### config.mk
export PLATFORM = sky130hd
export DESIGN_NAME = ntps_interfaces
export DESIGN_NICKNAME = d
export VERILOG_FILES = /design/src/design/ntps_pkg.sv /design/src/design/ntps_interfaces.sv /design/src/design/ntps_clock_select.sv /design/src/design/ntps_path_regs.sv /design/src/design/ntps_bus_ctrl.sv
export SDC_FILE = /design/constraint.sdc
export NUM_CORES = 1
export LEC_CHECK = 0
export ABC_CLOCK_PERIOD_IN_PS = 1750
export BUFFER_PORTS_ARGS = -buffer_cell sky130_fd_sc_hd__buf_2
export CAP_MARGIN = 20
export CORE_ASPECT_RATIO = 0.9
export CORE_UTILIZATION = 25
export CTS_BUF_LIST = sky130_fd_sc_hd__clkbuf_8
export CTS_CLUSTER_SIZE = 8
export DETAILED_ROUTE_END_ITERATION = 10
export GPL_ROUTABILITY_DRIVEN = 1
export PLACE_DENSITY = 0.53
export SYNTH_ARGS = -nofsm -noshare
export SYNTH_HDL_FRONTEND = slang
export SYNTH_SLANG_ARGS = --single-unit
### constraint.sdc
create_clock -name clk156 -period 1.75 [get_ports clk156]
set_input_delay 0.175 -clock clk156 [delete_from_list [all_inputs] [get_ports clk156]]
set_output_delay 0.175 -clock clk156 [all_outputs]
set_load 0.1 [all_outputs]
### src/design/ntps_pkg.sv
/*
 * Shared definitions for the time-server interface register block.
 * Widths, the Wishbone address map, register indexes and identity words.
 * Imported by every design module through a wildcard import.
 */

package ntps_pkg;

  // ----------------------------------------
  // Widths and sizes
  // ----------------------------------------
  localparam int NUM_PORTS     = 4;
  localparam int WORD_W        = 32;
  localparam int ADDR_W        = 6;
  localparam int SLOT_W        = 3;
  localparam int IDX_W         = 3;
  localparam int XPHY_STATUS_W = 5;
  localparam int NTP_TIME_W    = 64;

  typedef logic [WORD_W-1:0]        word_t;
  typedef logic [ADDR_W-1:0]        wb_addr_t;
  typedef logic [SLOT_W-1:0]        slot_t;
  typedef logic [IDX_W-1:0]         reg_idx_t;
  typedef logic [XPHY_STATUS_W-1:0] xphy_status_t;
  typedef logic [NTP_TIME_W-1:0]    ntp_time_t;

  // ----------------------------------------
  // Register map within one slot
  // ----------------------------------------
  // Indexes 6 and 7 are unused and read as zero
  localparam reg_idx_t REG_NAME0       = 3'd0;
  localparam reg_idx_t REG_NAME1       = 3'd1;
  localparam reg_idx_t REG_VERSION     = 3'd2;
  localparam reg_idx_t REG_GEN_CONFIG  = 3'd3;
  localparam reg_idx_t REG_XPHY_STATUS = 3'd4;
  localparam reg_idx_t REG_SYNC_STATUS = 3'd5;

  // ASCII "ntps", "path", "0.10"
  localparam word_t PATH_NAME0   = 32'h6e747073;
  localparam word_t PATH_NAME1   = 32'h70617468;
  localparam word_t PATH_VERSION = 32'h302e3130;

  // Port 0 config bit choosing NTP source B
  localparam int CLK_SELECT_BIT = 24;

  // Bus controller FSM
  typedef enum logic [0:0] {
    BUS_IDLE = 1'b0,
    BUS_ACK  = 1'b1
  } bus_state_t;

endpackage
### src/design/ntps_interfaces.sv
/*
 * Top level of the time-server register interface.
 * A Wishbone slave reaches four network-path register blocks.
 * Port 0's config word also drives the NTP clock source select,
 * whose sync flag is reported back through every path block.
 */

`timescale 1ns/1ps

module ntps_interfaces import ntps_pkg::*; (
  input  logic         clk156,
  input  logic         arst_n,

  // Wishbone classic slave
  input  logic         wb_cyc,
  input  logic         wb_stb,
  input  logic         wb_we,
  input  wb_addr_t     wb_adr,
  input  word_t        wb_wdata,
  output word_t        wb_rdata,
  output logic         wb_ack,

  // PHY status per port
  input  xphy_status_t xphy_status_0,
  input  xphy_status_t xphy_status_1,
  input  xphy_status_t xphy_status_2,
  input  xphy_status_t xphy_status_3,

  // NTP sources
  input  ntp_time_t    ntp_time_a,
  input  logic         ntp_time_upd_a,
  input  logic         ntp_sync_ok_a,
  input  ntp_time_t    ntp_time_b,
  input  logic         ntp_time_upd_b,
  input  logic         ntp_sync_ok_b,

  // Selected time out
  output ntp_time_t    ntp_time,
  output logic         ntp_sync_ok
);

  logic     path_we [NUM_PORTS];
  word_t    path_rdata [NUM_PORTS];
  reg_idx_t reg_idx;
  word_t    reg_wdata;
  word_t    gen_config_0;

  // ----------------------------------------
  // Bus front end
  // ----------------------------------------
  ntps_bus_ctrl bus_ctrl (
    .clk156       (clk156),
    .arst_n       (arst_n),
    .wb_cyc       (wb_cyc),
    .wb_stb       (wb_stb),
    .wb_we        (wb_we),
    .wb_adr       (wb_adr),
    .wb_wdata     (wb_wdata),
    .wb_ack       (wb_ack),
    .wb_rdata     (wb_rdata),
    .path_we_0    (path_we[0]),
    .path_we_1    (path_we[1]),
    .path_we_2    (path_we[2]),
    .path_we_3    (path_we[3]),
    .reg_idx      (reg_idx),
    .reg_wdata    (reg_wdata),
    .path_rdata_0 (path_rdata[0]),
    .path_rdata_1 (path_rdata[1]),
    .path_rdata_2 (path_rdata[2]),
    .path_rdata_3 (path_rdata[3])
  );

  // ----------------------------------------
  // Network path register blocks
  // ----------------------------------------
  // Config of ports 1..3 has no consumer without the PHYs
  ntps_path_regs path_regs_0 (
    .clk156 (clk156), .arst_n (arst_n),
    .we (path_we[0]), .reg_idx (reg_idx), .wdata (reg_wdata), .rdata (path_rdata[0]),
    .xphy_status (xphy_status_0), .ntp_sync_ok (ntp_sync_ok), .gen_config (gen_config_0)
  );

  ntps_path_regs path_regs_1 (
    .clk156 (clk156), .arst_n (arst_n),
    .we (path_we[1]), .reg_idx (reg_idx), .wdata (reg_wdata), .rdata (path_rdata[1]),
    .xphy_status (xphy_status_1), .ntp_sync_ok (ntp_sync_ok), .gen_config ()
  );

  ntps_path_regs path_regs_2 (
    .clk156 (clk156), .arst_n (arst_n),
    .we (path_we[2]), .reg_idx (reg_idx), .wdata (reg_wdata), .rdata (path_rdata[2]),
    .xphy_status (xphy_status_2), .ntp_sync_ok (ntp_sync_ok), .gen_config ()
  );

  ntps_path_regs path_regs_3 (
    .clk156 (clk156), .arst_n (arst_n),
    .we (path_we[3]), .reg_idx (reg_idx), .wdata (reg_wdata), .rdata (path_rdata[3]),
    .xphy_status (xphy_status_3), .ntp_sync_ok (ntp_sync_ok), .gen_config ()
  );

  // ----------------------------------------
  // NTP source select from port 0 config
  // ----------------------------------------
  ntps_clock_select clock_select (
    .clk156         (clk156),
    .arst_n         (arst_n),
    .select         (gen_config_0[CLK_SELECT_BIT]),
    .ntp_time_a     (ntp_time_a),
    .ntp_time_upd_a (ntp_time_upd_a),
    .ntp_sync_ok_a  (ntp_sync_ok_a),
    .ntp_time_b     (ntp_time_b),
    .ntp_time_upd_b (ntp_time_upd_b),
    .ntp_sync_ok_b  (ntp_sync_ok_b),
    .ntp_time       (ntp_time),
    .ntp_sync_ok    (ntp_sync_ok)
  );

endmodule

### src/design/ntps_clock_select.sv
/*
 * Picks one of two NTP time sources and holds its time and sync flag.
 * Select low takes source A, select high takes source B.
 * Time loads one cycle after the chosen source's update strobe.
 */

`timescale 1ns/1ps

module ntps_clock_select import ntps_pkg::*; (
  input  logic      clk156,
  input  logic      arst_n,

  input  logic      select,

  // Source A
  input  ntp_time_t ntp_time_a,
  input  logic      ntp_time_upd_a,
  input  logic      ntp_sync_ok_a,

  // Source B
  input  ntp_time_t ntp_time_b,
  input  logic      ntp_time_upd_b,
  input  logic      ntp_sync_ok_b,

  // Selected time
  output ntp_time_t ntp_time,
  output logic      ntp_sync_ok
);

  // ----------------------------------------
  // Time and sync hold registers
  // ----------------------------------------
  always_ff @(posedge clk156 or negedge arst_n) begin
    if (!arst_n) begin
      ntp_time    <= '0;
      ntp_sync_ok <= 1'b0;
    end else begin
      // Updates of the other source are ignored
      if (select && ntp_time_upd_b) begin
        ntp_time <= ntp_time_b;
      end else if (!select && ntp_time_upd_a) begin
        ntp_time <= ntp_time_a;
      end

      ntp_sync_ok <= select ? ntp_sync_ok_b : ntp_sync_ok_a;
    end
  end

endmodule

### src/design/ntps_path_regs.sv
/*
 * Register block of one network path.
 * Holds the writable general config word and answers reads of the
 * identity words, PHY status and the common sync flag.
 * Read data is combinational on the shared register index.
 */

`timescale 1ns/1ps

module ntps_path_regs import ntps_pkg::*; (
  input  logic         clk156,
  input  logic         arst_n,

  // Shared bus side
  input  logic         we,
  input  reg_idx_t     reg_idx,
  input  word_t        wdata,
  output word_t        rdata,

  // Status in
  input  xphy_status_t xphy_status,
  input  logic         ntp_sync_ok,

  // Config out
  output word_t        gen_config
);

  word_t gen_config_reg;
  word_t xphy_status_ext;
  word_t sync_status;

  // ----------------------------------------
  // General config register
  // ----------------------------------------
  // Only REG_GEN_CONFIG is writable
  // Writes to the other indexes are dropped
  always_ff @(posedge clk156 or negedge arst_n) begin
    if (!arst_n) begin
      gen_config_reg <= '0;
    end else if (we && (reg_idx == REG_GEN_CONFIG)) begin
      gen_config_reg <= wdata;
    end
  end

  assign gen_config = gen_config_reg;

  // ----------------------------------------
  // Read mux
  // ----------------------------------------
  // PHY status zero-extended to a full word
  assign xphy_status_ext = {{(WORD_W-XPHY_STATUS_W){1'b0}}, xphy_status};

  // Sync flag in bit 0
  assign sync_status = {{(WORD_W-1){1'b0}}, ntp_sync_ok};

  always_comb begin
    case (reg_idx)
      REG_NAME0:       rdata = PATH_NAME0;
      REG_NAME1:       rdata = PATH_NAME1;
      REG_VERSION:     rdata = PATH_VERSION;
      REG_GEN_CONFIG:  rdata = gen_config_reg;
      REG_XPHY_STATUS: rdata = xphy_status_ext;
      REG_SYNC_STATUS: rdata = sync_status;
      // Indexes 6 and 7
      default:         rdata = '0;
    endcase
  end

endmodule

### src/design/ntps_bus_ctrl.sv
/*
 * Wishbone classic slave front end for the network-path register blocks.
 * Splits the word address into slot and register index, pulses the
 * write strobe of the addressed port and registers the read data.
 * Every access is answered with a single-cycle ack, unmapped ones too.
 */

`timescale 1ns/1ps

module ntps_bus_ctrl import ntps_pkg::*; (
  input  logic     clk156,
  input  logic     arst_n,

  // Wishbone classic slave
  input  logic     wb_cyc,
  input  logic     wb_stb,
  input  logic     wb_we,
  input  wb_addr_t wb_adr,
  input  word_t    wb_wdata,
  output logic     wb_ack,
  output word_t    wb_rdata,

  // Register block side
  output logic     path_we_0,
  output logic     path_we_1,
  output logic     path_we_2,
  output logic     path_we_3,
  output reg_idx_t reg_idx,
  output word_t    reg_wdata,
  input  word_t    path_rdata_0,
  input  word_t    path_rdata_1,
  input  word_t    path_rdata_2,
  input  word_t    path_rdata_3
);

  bus_state_t           state;
  slot_t                slot;
  logic                 req;
  logic [NUM_PORTS-1:0] we_vec;
  word_t                path_rdata [NUM_PORTS];
  word_t                rdata_sel;

  // ----------------------------------------
  // Address split and request detect
  // ----------------------------------------
  assign slot      = wb_adr[ADDR_W-1:IDX_W];
  assign reg_idx   = wb_adr[IDX_W-1:0];
  assign reg_wdata = wb_wdata;

  // Taken only while idle
  // Stb is ignored in the ack cycle
  assign req = wb_cyc && wb_stb && (state == BUS_IDLE);

  assign path_rdata[0] = path_rdata_0;
  assign path_rdata[1] = path_rdata_1;
  assign path_rdata[2] = path_rdata_2;
  assign path_rdata[3] = path_rdata_3;

  // One strobe per mapped slot in the accept cycle
  always_comb begin
    for (int i = 0; i < NUM_PORTS; i++) begin
      we_vec[i] = req && wb_we && (slot == slot_t'(i));
    end
  end

  assign path_we_0 = we_vec[0];
  assign path_we_1 = we_vec[1];
  assign path_we_2 = we_vec[2];
  assign path_we_3 = we_vec[3];

  // Read mux by slot
  // Slots 4..7 fall through to zero
  always_comb begin
    rdata_sel = '0;
    for (int i = 0; i < NUM_PORTS; i++) begin
      if (slot == slot_t'(i)) begin
        rdata_sel = path_rdata[i];
      end
    end
  end

  // ----------------------------------------
  // Ack FSM and read data register
  // ----------------------------------------
  always_ff @(posedge clk156 or negedge arst_n) begin
    if (!arst_n) begin
      state    <= BUS_IDLE;
      wb_rdata <= '0;
    end else begin
      case (state)
        BUS_IDLE: begin
          if (req) begin
            state <= BUS_ACK;
            // Writes return zero on the data lines
            wb_rdata <= wb_we ? '0 : rdata_sel;
          end
        end
        BUS_ACK: begin
          state <= BUS_IDLE;
        end
        default: begin
          state <= BUS_IDLE;
        end
      endcase
    end
  end

  // One-cycle ack decoded from the state
  assign wb_ack = (state == BUS_ACK);

endmodule

### Yosys cells after proc, flatten, opt, wreduce, memory -nomap -nowiden

Index checks and enable logic that the tools add are counted.

| word-level totals | value |
|---|---|
| input bits | 195 |
| register bits after elaboration | 226 |

| cells by class | value |
|---|---|
| bitwise gates (word level) | 1 |
| multiplexer cells | 14 |
| reduce and logical (&&, ||, !) cells | 18 |
| equal/unequal tests | 8 |

Operators with widths:

| kind | number |
|---|---|
| $pmux 32 s6 | 4 |
| $mux 32 | 5 |
| $mux 64 | 2 |
| $logic_and 1x1->1 | 13 |
| $eq 3x2->1 const B | 4 |
| $eq 3x1->1 const B | 2 |
| $eq 3x3->1 const B | 2 |
| $logic_not 3->1 | 2 |
| $mux 1 | 2 |
| $pmux 1 s2 | 1 |
| $reduce_and 2->1 | 1 |
| $reduce_bool 2->1 | 1 |
| $logic_not 1->1 | 1 |
| $not 1->1 | 1 |

### Logic depth before layout (Yosys ltp)

| depth | value |
|---|---|
| depth after elaboration | 7 |
| mapped depth | 8 |
| depth with buffers taken out | 5 |

### By module

From an unflattened synthesis, not the netlist that was laid out.

| second synthesis, totals | value |
|---|---|
| cells, all modules | 1053 |
| area, all modules | 12864.8 µm² |

Modules (own cells, without submodules):

| module | area an instance (µm²) | sequential area each (µm²) | instances | cells each |
|---|---|---|---|---|
| ntps_path_regs | 1664.1 | 800.8 | 4 | 142 |
| ntps_clock_select | 3812.4 | 1626.6 | 1 | 279 |
| ntps_bus_ctrl | 2396.0 | 825.8 | 1 | 206 |

### Least setup slack after synthesis

Ideal clock, no wire load.

| path | value |
|---|---|
| kind | reg2reg |
| from | reg bus_ctrl.state (netlist: bus_ctrl.wb_ack) |
| to | reg bus_ctrl.wb_rdata[1] |
| slack | -0.413 ns |
| library setup time | 0.087 ns |
| cell stages (with the launch flop) | 6 |
| buffers on the path | 0 |
| arrival time | 2.077 ns |
| cell sequence | dfrtp_1 -> nand3b_4 -> nor3_4 -> nand2_1 -> or4_1 -> o211ai_1 |

| on the way | value |
|---|---|
| longest elaborated chain between the ends | 3 |

Ends and longest elaborated chain:

| item | RTL line | text |
|---|---|---|
| start, declared | ntps_bus_ctrl.sv:36 | `bus_state_t state;` |
| start signal, assigned | ntps_bus_ctrl.sv:87 | `state <= BUS_IDLE;` |
| start signal, assigned | ntps_bus_ctrl.sv:93 | `state <= BUS_ACK;` |
| start signal, assigned | ntps_bus_ctrl.sv:99 | `state <= BUS_IDLE;` |
| $not 1->1 * | ntps_bus_ctrl.sv:52 | `assign req = wb_cyc && wb_stb && (state == BUS_IDLE);` |
| $logic_and 1x1->1 | ntps_bus_ctrl.sv:52 |  |
| $reduce_and 2->1 (no source line) * | -- |  |
| end signal, assigned | ntps_bus_ctrl.sv:95 | `wb_rdata <= wb_we ? '0 : rdata_sel;` |
| end, declared | ntps_bus_ctrl.sv:21 | `output word_t wb_rdata,` |

Mark *: on every way between the ends. The rest lies on a longest branch, timed or not.
A chain may end at the register's enable or synchronous reset.

### Worst setup path in the final report

| path | value |
|---|---|
| from | reg bus_ctrl.state (netlist: bus_ctrl.wb_ack) |
| to | reg path_regs_2.gen_config_reg[27] (netlist: path_regs_2.gen_config[27]) |

| on the way | value |
|---|---|
| longest elaborated chain between the ends | 5 |

Ends and longest elaborated chain:

| item | RTL line | text |
|---|---|---|
| $not 1->1 | ntps_bus_ctrl.sv:52 |  |
| $logic_and 1x1->1 | ntps_bus_ctrl.sv:52 |  |
| $logic_and 1x1->1 (2 in a row) | ntps_bus_ctrl.sv:62 | `we_vec[i] = req && wb_we && (slot == slot_t'(i));` |
| $logic_and 1x1->1 | ntps_path_regs.sv:40 | `end else if (we && (reg_idx == REG_GEN_CONFIG)) begin` |
| end signal, assigned | ntps_path_regs.sv:41 | `gen_config_reg <= wdata;` |
| end, declared | ntps_path_regs.sv:28 | `word_t gen_config_reg;` |

No other way between the ends.

==> results.yml <==
run:
  max-cap-violations: 0
power:
  p_switching_mw: 4.77
  pwr-share-seq_pct: 40.8
  power_density_mw_per_mm2: 885
  p_int_mw: 9.25
  ir_drop_v: 0.000455
  p_sw_share_pct: 34.0
  p_clk_share_pct: 35.8
  power.share.combinational_pct: 23.4
  p_total_mw: 14.0
  leakagePower_nw: 7.80
finish:
  multiInputGateArea_mm2: 0.00463
  layout-drive-gt1-share_pct: 41.3
  n_fill_cell: 3976
  top_register: "clock_select.ntp_time"
  finalNetCount: 1569
  area_delta_synth_final_pct: 53.9
  register_area_mm2: 0.00566
  largest_reg_flops: 64
  fin_area_mm2: 0.0158
routing:
  routed_via_density: 4.56
  vias: 8872
  dr.pass1.iters: 5
  wl_um: 35300
  wl_per_cell_um: 18.1
  drc: 0
  drt_iter0_drc: 556
  antenna_left: 0
worst_setup_path:
  crit_fanout: 6
  worstSetupStartpointType: "flip-flop"
  crit_required_ps: 2220
  endpoint_kind: "flip-flop"
  worstPathArrival_ps: 2280
  r2r_start: "bus_ctrl.wb_ack$_DFF_PN0_"
  crit_start: "bus_ctrl.wb_ack$_DFF_PN0_"
  crit_type: "reg2reg"
synth:
  synth_top_area_share_pct: 54.9
  syn_nets: 1048
  synth_cells: 853
  synth_area_mm2: 0.0103
  synth_warnings: 0
  synth_flop_cell: "dfrtp_1"
  synth_edf_count: 0
  syn_area_per_cell_um2: 12.1
  synth_cell_type_count: 49
  synth_seq_area_share_pct: 54.9
  synth.top_cells.by_count: "226 x dfrtp_1, 116 x nand2_1, 110 x mux2_2"
  async_reset_ff_share_pct: 100
  ys_ff_latch: 226
  synth_area_leaders: "dfrtp_1 55%, mux2_2 12%, mux2i_1 7.7%"
  synth_most_common_cell: "dfrtp_1"
  yosysTopAreaCell: "dfrtp_1"
floorplan:
  dieHeight_um: 194
  dieArea_mm2: 0.0420
  boundaryPins: 293
  core_area_mm2: 0.0406
  die_x_um: 216
  rows: 70
  initial_core_util_pct: 25.3
grt:
  grt.busiest_layer: "met2"
  use_met1_pct: 21.0
  grt_pass1_vias: 9476
  grtUsageTotal_pct: 16.1
  grt.overflow.total: 0
  grt_max_degree: 77
  antenna_found_initial: 5
  grt_pass1_wl_um: 52800
  grtUsageMet2_pct: 25.9
  grtUsageMet3_pct: 3.58
sta:
  rsz0062_at_grt: "true"
  final-hold-violation-count: 0
  clock_skew_ps: 43.3
  setup_viol: 60
  tns_ps: -1760
  period_share_pct: 103
  maxSlewHeadroom_pct: 49.5
  period_minus_slack_ps: 1810
  drv_slew: 0
  fmax_ghz: 0.552
  timing.final.ws_setup_ps: -60.6
  max_slew.worst_pin.slew_ps: 752
place:
  dpl_cell_area_mm2: 0.0129
  dp_slack_ps: -104
  portBuffers: 292
  hpwl_um: 22700
  gp_congestion: 0.864
clocking:
  cts_buffers: 43
  cts_root_buf: "clkbuf_8"
  path_clk_slew_ps: 60
  htreeDepth: 2
  cts_sinks: 226
  worstSkewPairLatency_ps: 600
  clk_path_buf_depth: 3
  cts_tree: "done"
status:
  status: "finished with violations"
  violations: "negative setup slack"
worst_hold_path:
  hold_path_class: "in2async"
## worst max-delay path, cell delays in order, from the launching register on
cell	delay, ps
dfrtp_4	470
nand3b_4	210
inv_4	90
nand3_4	110
nor2_4	160
buf_12	150
clkbuf_16	170
mux2_4	300
## what timing repair did
item | 4_1_cts | 5_1_grt
endpoints found under the hold margin | 421 | 0
pin swaps | 1 | 0
buffers inserted | 2 | 2
hold buffers | 166 | 0
gates resized for setup | 12 | 67
gates cloned | 1 | 5
endpoints found under the setup margin | 91 | 97
## logic make-up (layout without fill, tap and decap cells)
group	Yosys count	in the layout	share of synthesized area (%)
DFF	226	226	54.9
buffers and inverters	63	611	3.17
other	0	4	0
AOI/OAI and AO/OA	169	169	10.1
muxes	229	229	24.4
and+or+nand+nor	166	166	7.38
## routing by layer
metal	routed length, µm	vias up	part of all wire, %
li1	-	4118	-
met1	15900	4444	45
met2	16500	229	47
met3	1620	81	4.6
met4	1190	0	3.4
met5	0	-	0
## through the flow
| stage | cells | hold slack, ps | util [%] |
|---|---|---|---|
| 2_1_floorplan | 853 | -121 | - |
| 3_3_place_gp | 1693 | 98.8 | 31.6 |
| 3_5_place_dp | 1693 | 99.2 | 31.6 |
| 4_1_cts | 1934 | 23.4 | 38.0 |
| 5_1_grt | 1944 | 52.3 | 39.0 |
| 6_report | 1945 | 56.3 | 39.0 |
## final cells by class
type	count	area share [%]
Sequential cell	226	35.7
Multi-Input combinational cell	564	29.2
Timing Repair Buffer	534	25.4
Tap cell	540	4.27
Clock buffer	49	4.26
Clock inverter	23	0.877
Inverter	5	0.134
Antenna cell	4	0.0632
## final timing paths
check	end	slack [ps]	cells past startpoint
max	path_regs_2.gen_config[27]$_DFFE_PN0P_	-60	7
min	path_regs_0.gen_config[0]$_DFFE_PN0P_	60	2
max reg2reg	path_regs_2.gen_config[27]$_DFFE_PN0P_	-60	7
min reg2reg	bus_ctrl.wb_rdata[12]$_DFFE_PN0P_	470	1
max in group asynchronous	path_regs_1.gen_config[26]$_DFFE_PN0P_	900	3
min in group clk156	bus_ctrl.wb_rdata[28]$_DFFE_PN0P_	70	4
## power groups by stage
stage          clock (mW)  sequential, mW  combinational, mW
6_report             5.02            5.72               3.28
4_1_cts              5.24            5.71               3.23
5_1_grt              5.46            5.76               3.44
2_1_floorplan           0            7.19              0.603
3_5_place_dp            0            5.80               2.92
3_3_place_gp            0            5.80               2.90
## placed cells by master, fill, tap and decap left out, types with 3 or more instances in the layout
master and instances:
nand2_2 3, clkbuf_16 4, buf_2 291, a32o_1 3, nor2_4 4, nor2_1 15
clkbuf_8 49, o21ai_0 86, a21oi_1 8, mux2_4 58, clkinv_2 4, dlygate4sd3_1 166
a22o_1 3, buf_12 18, nand2_1 114, mux4_2 3, buf_4 51, o22ai_1 24
mux2i_1 79, a221oi_1 14, mux2_1 19, a31oi_1 8, nand2b_1 7, mux2_2 70
diode_2 4, a21o_1 7, inv_1 19, dfrtp_1 224
Power figures use the tool's default switching activity.
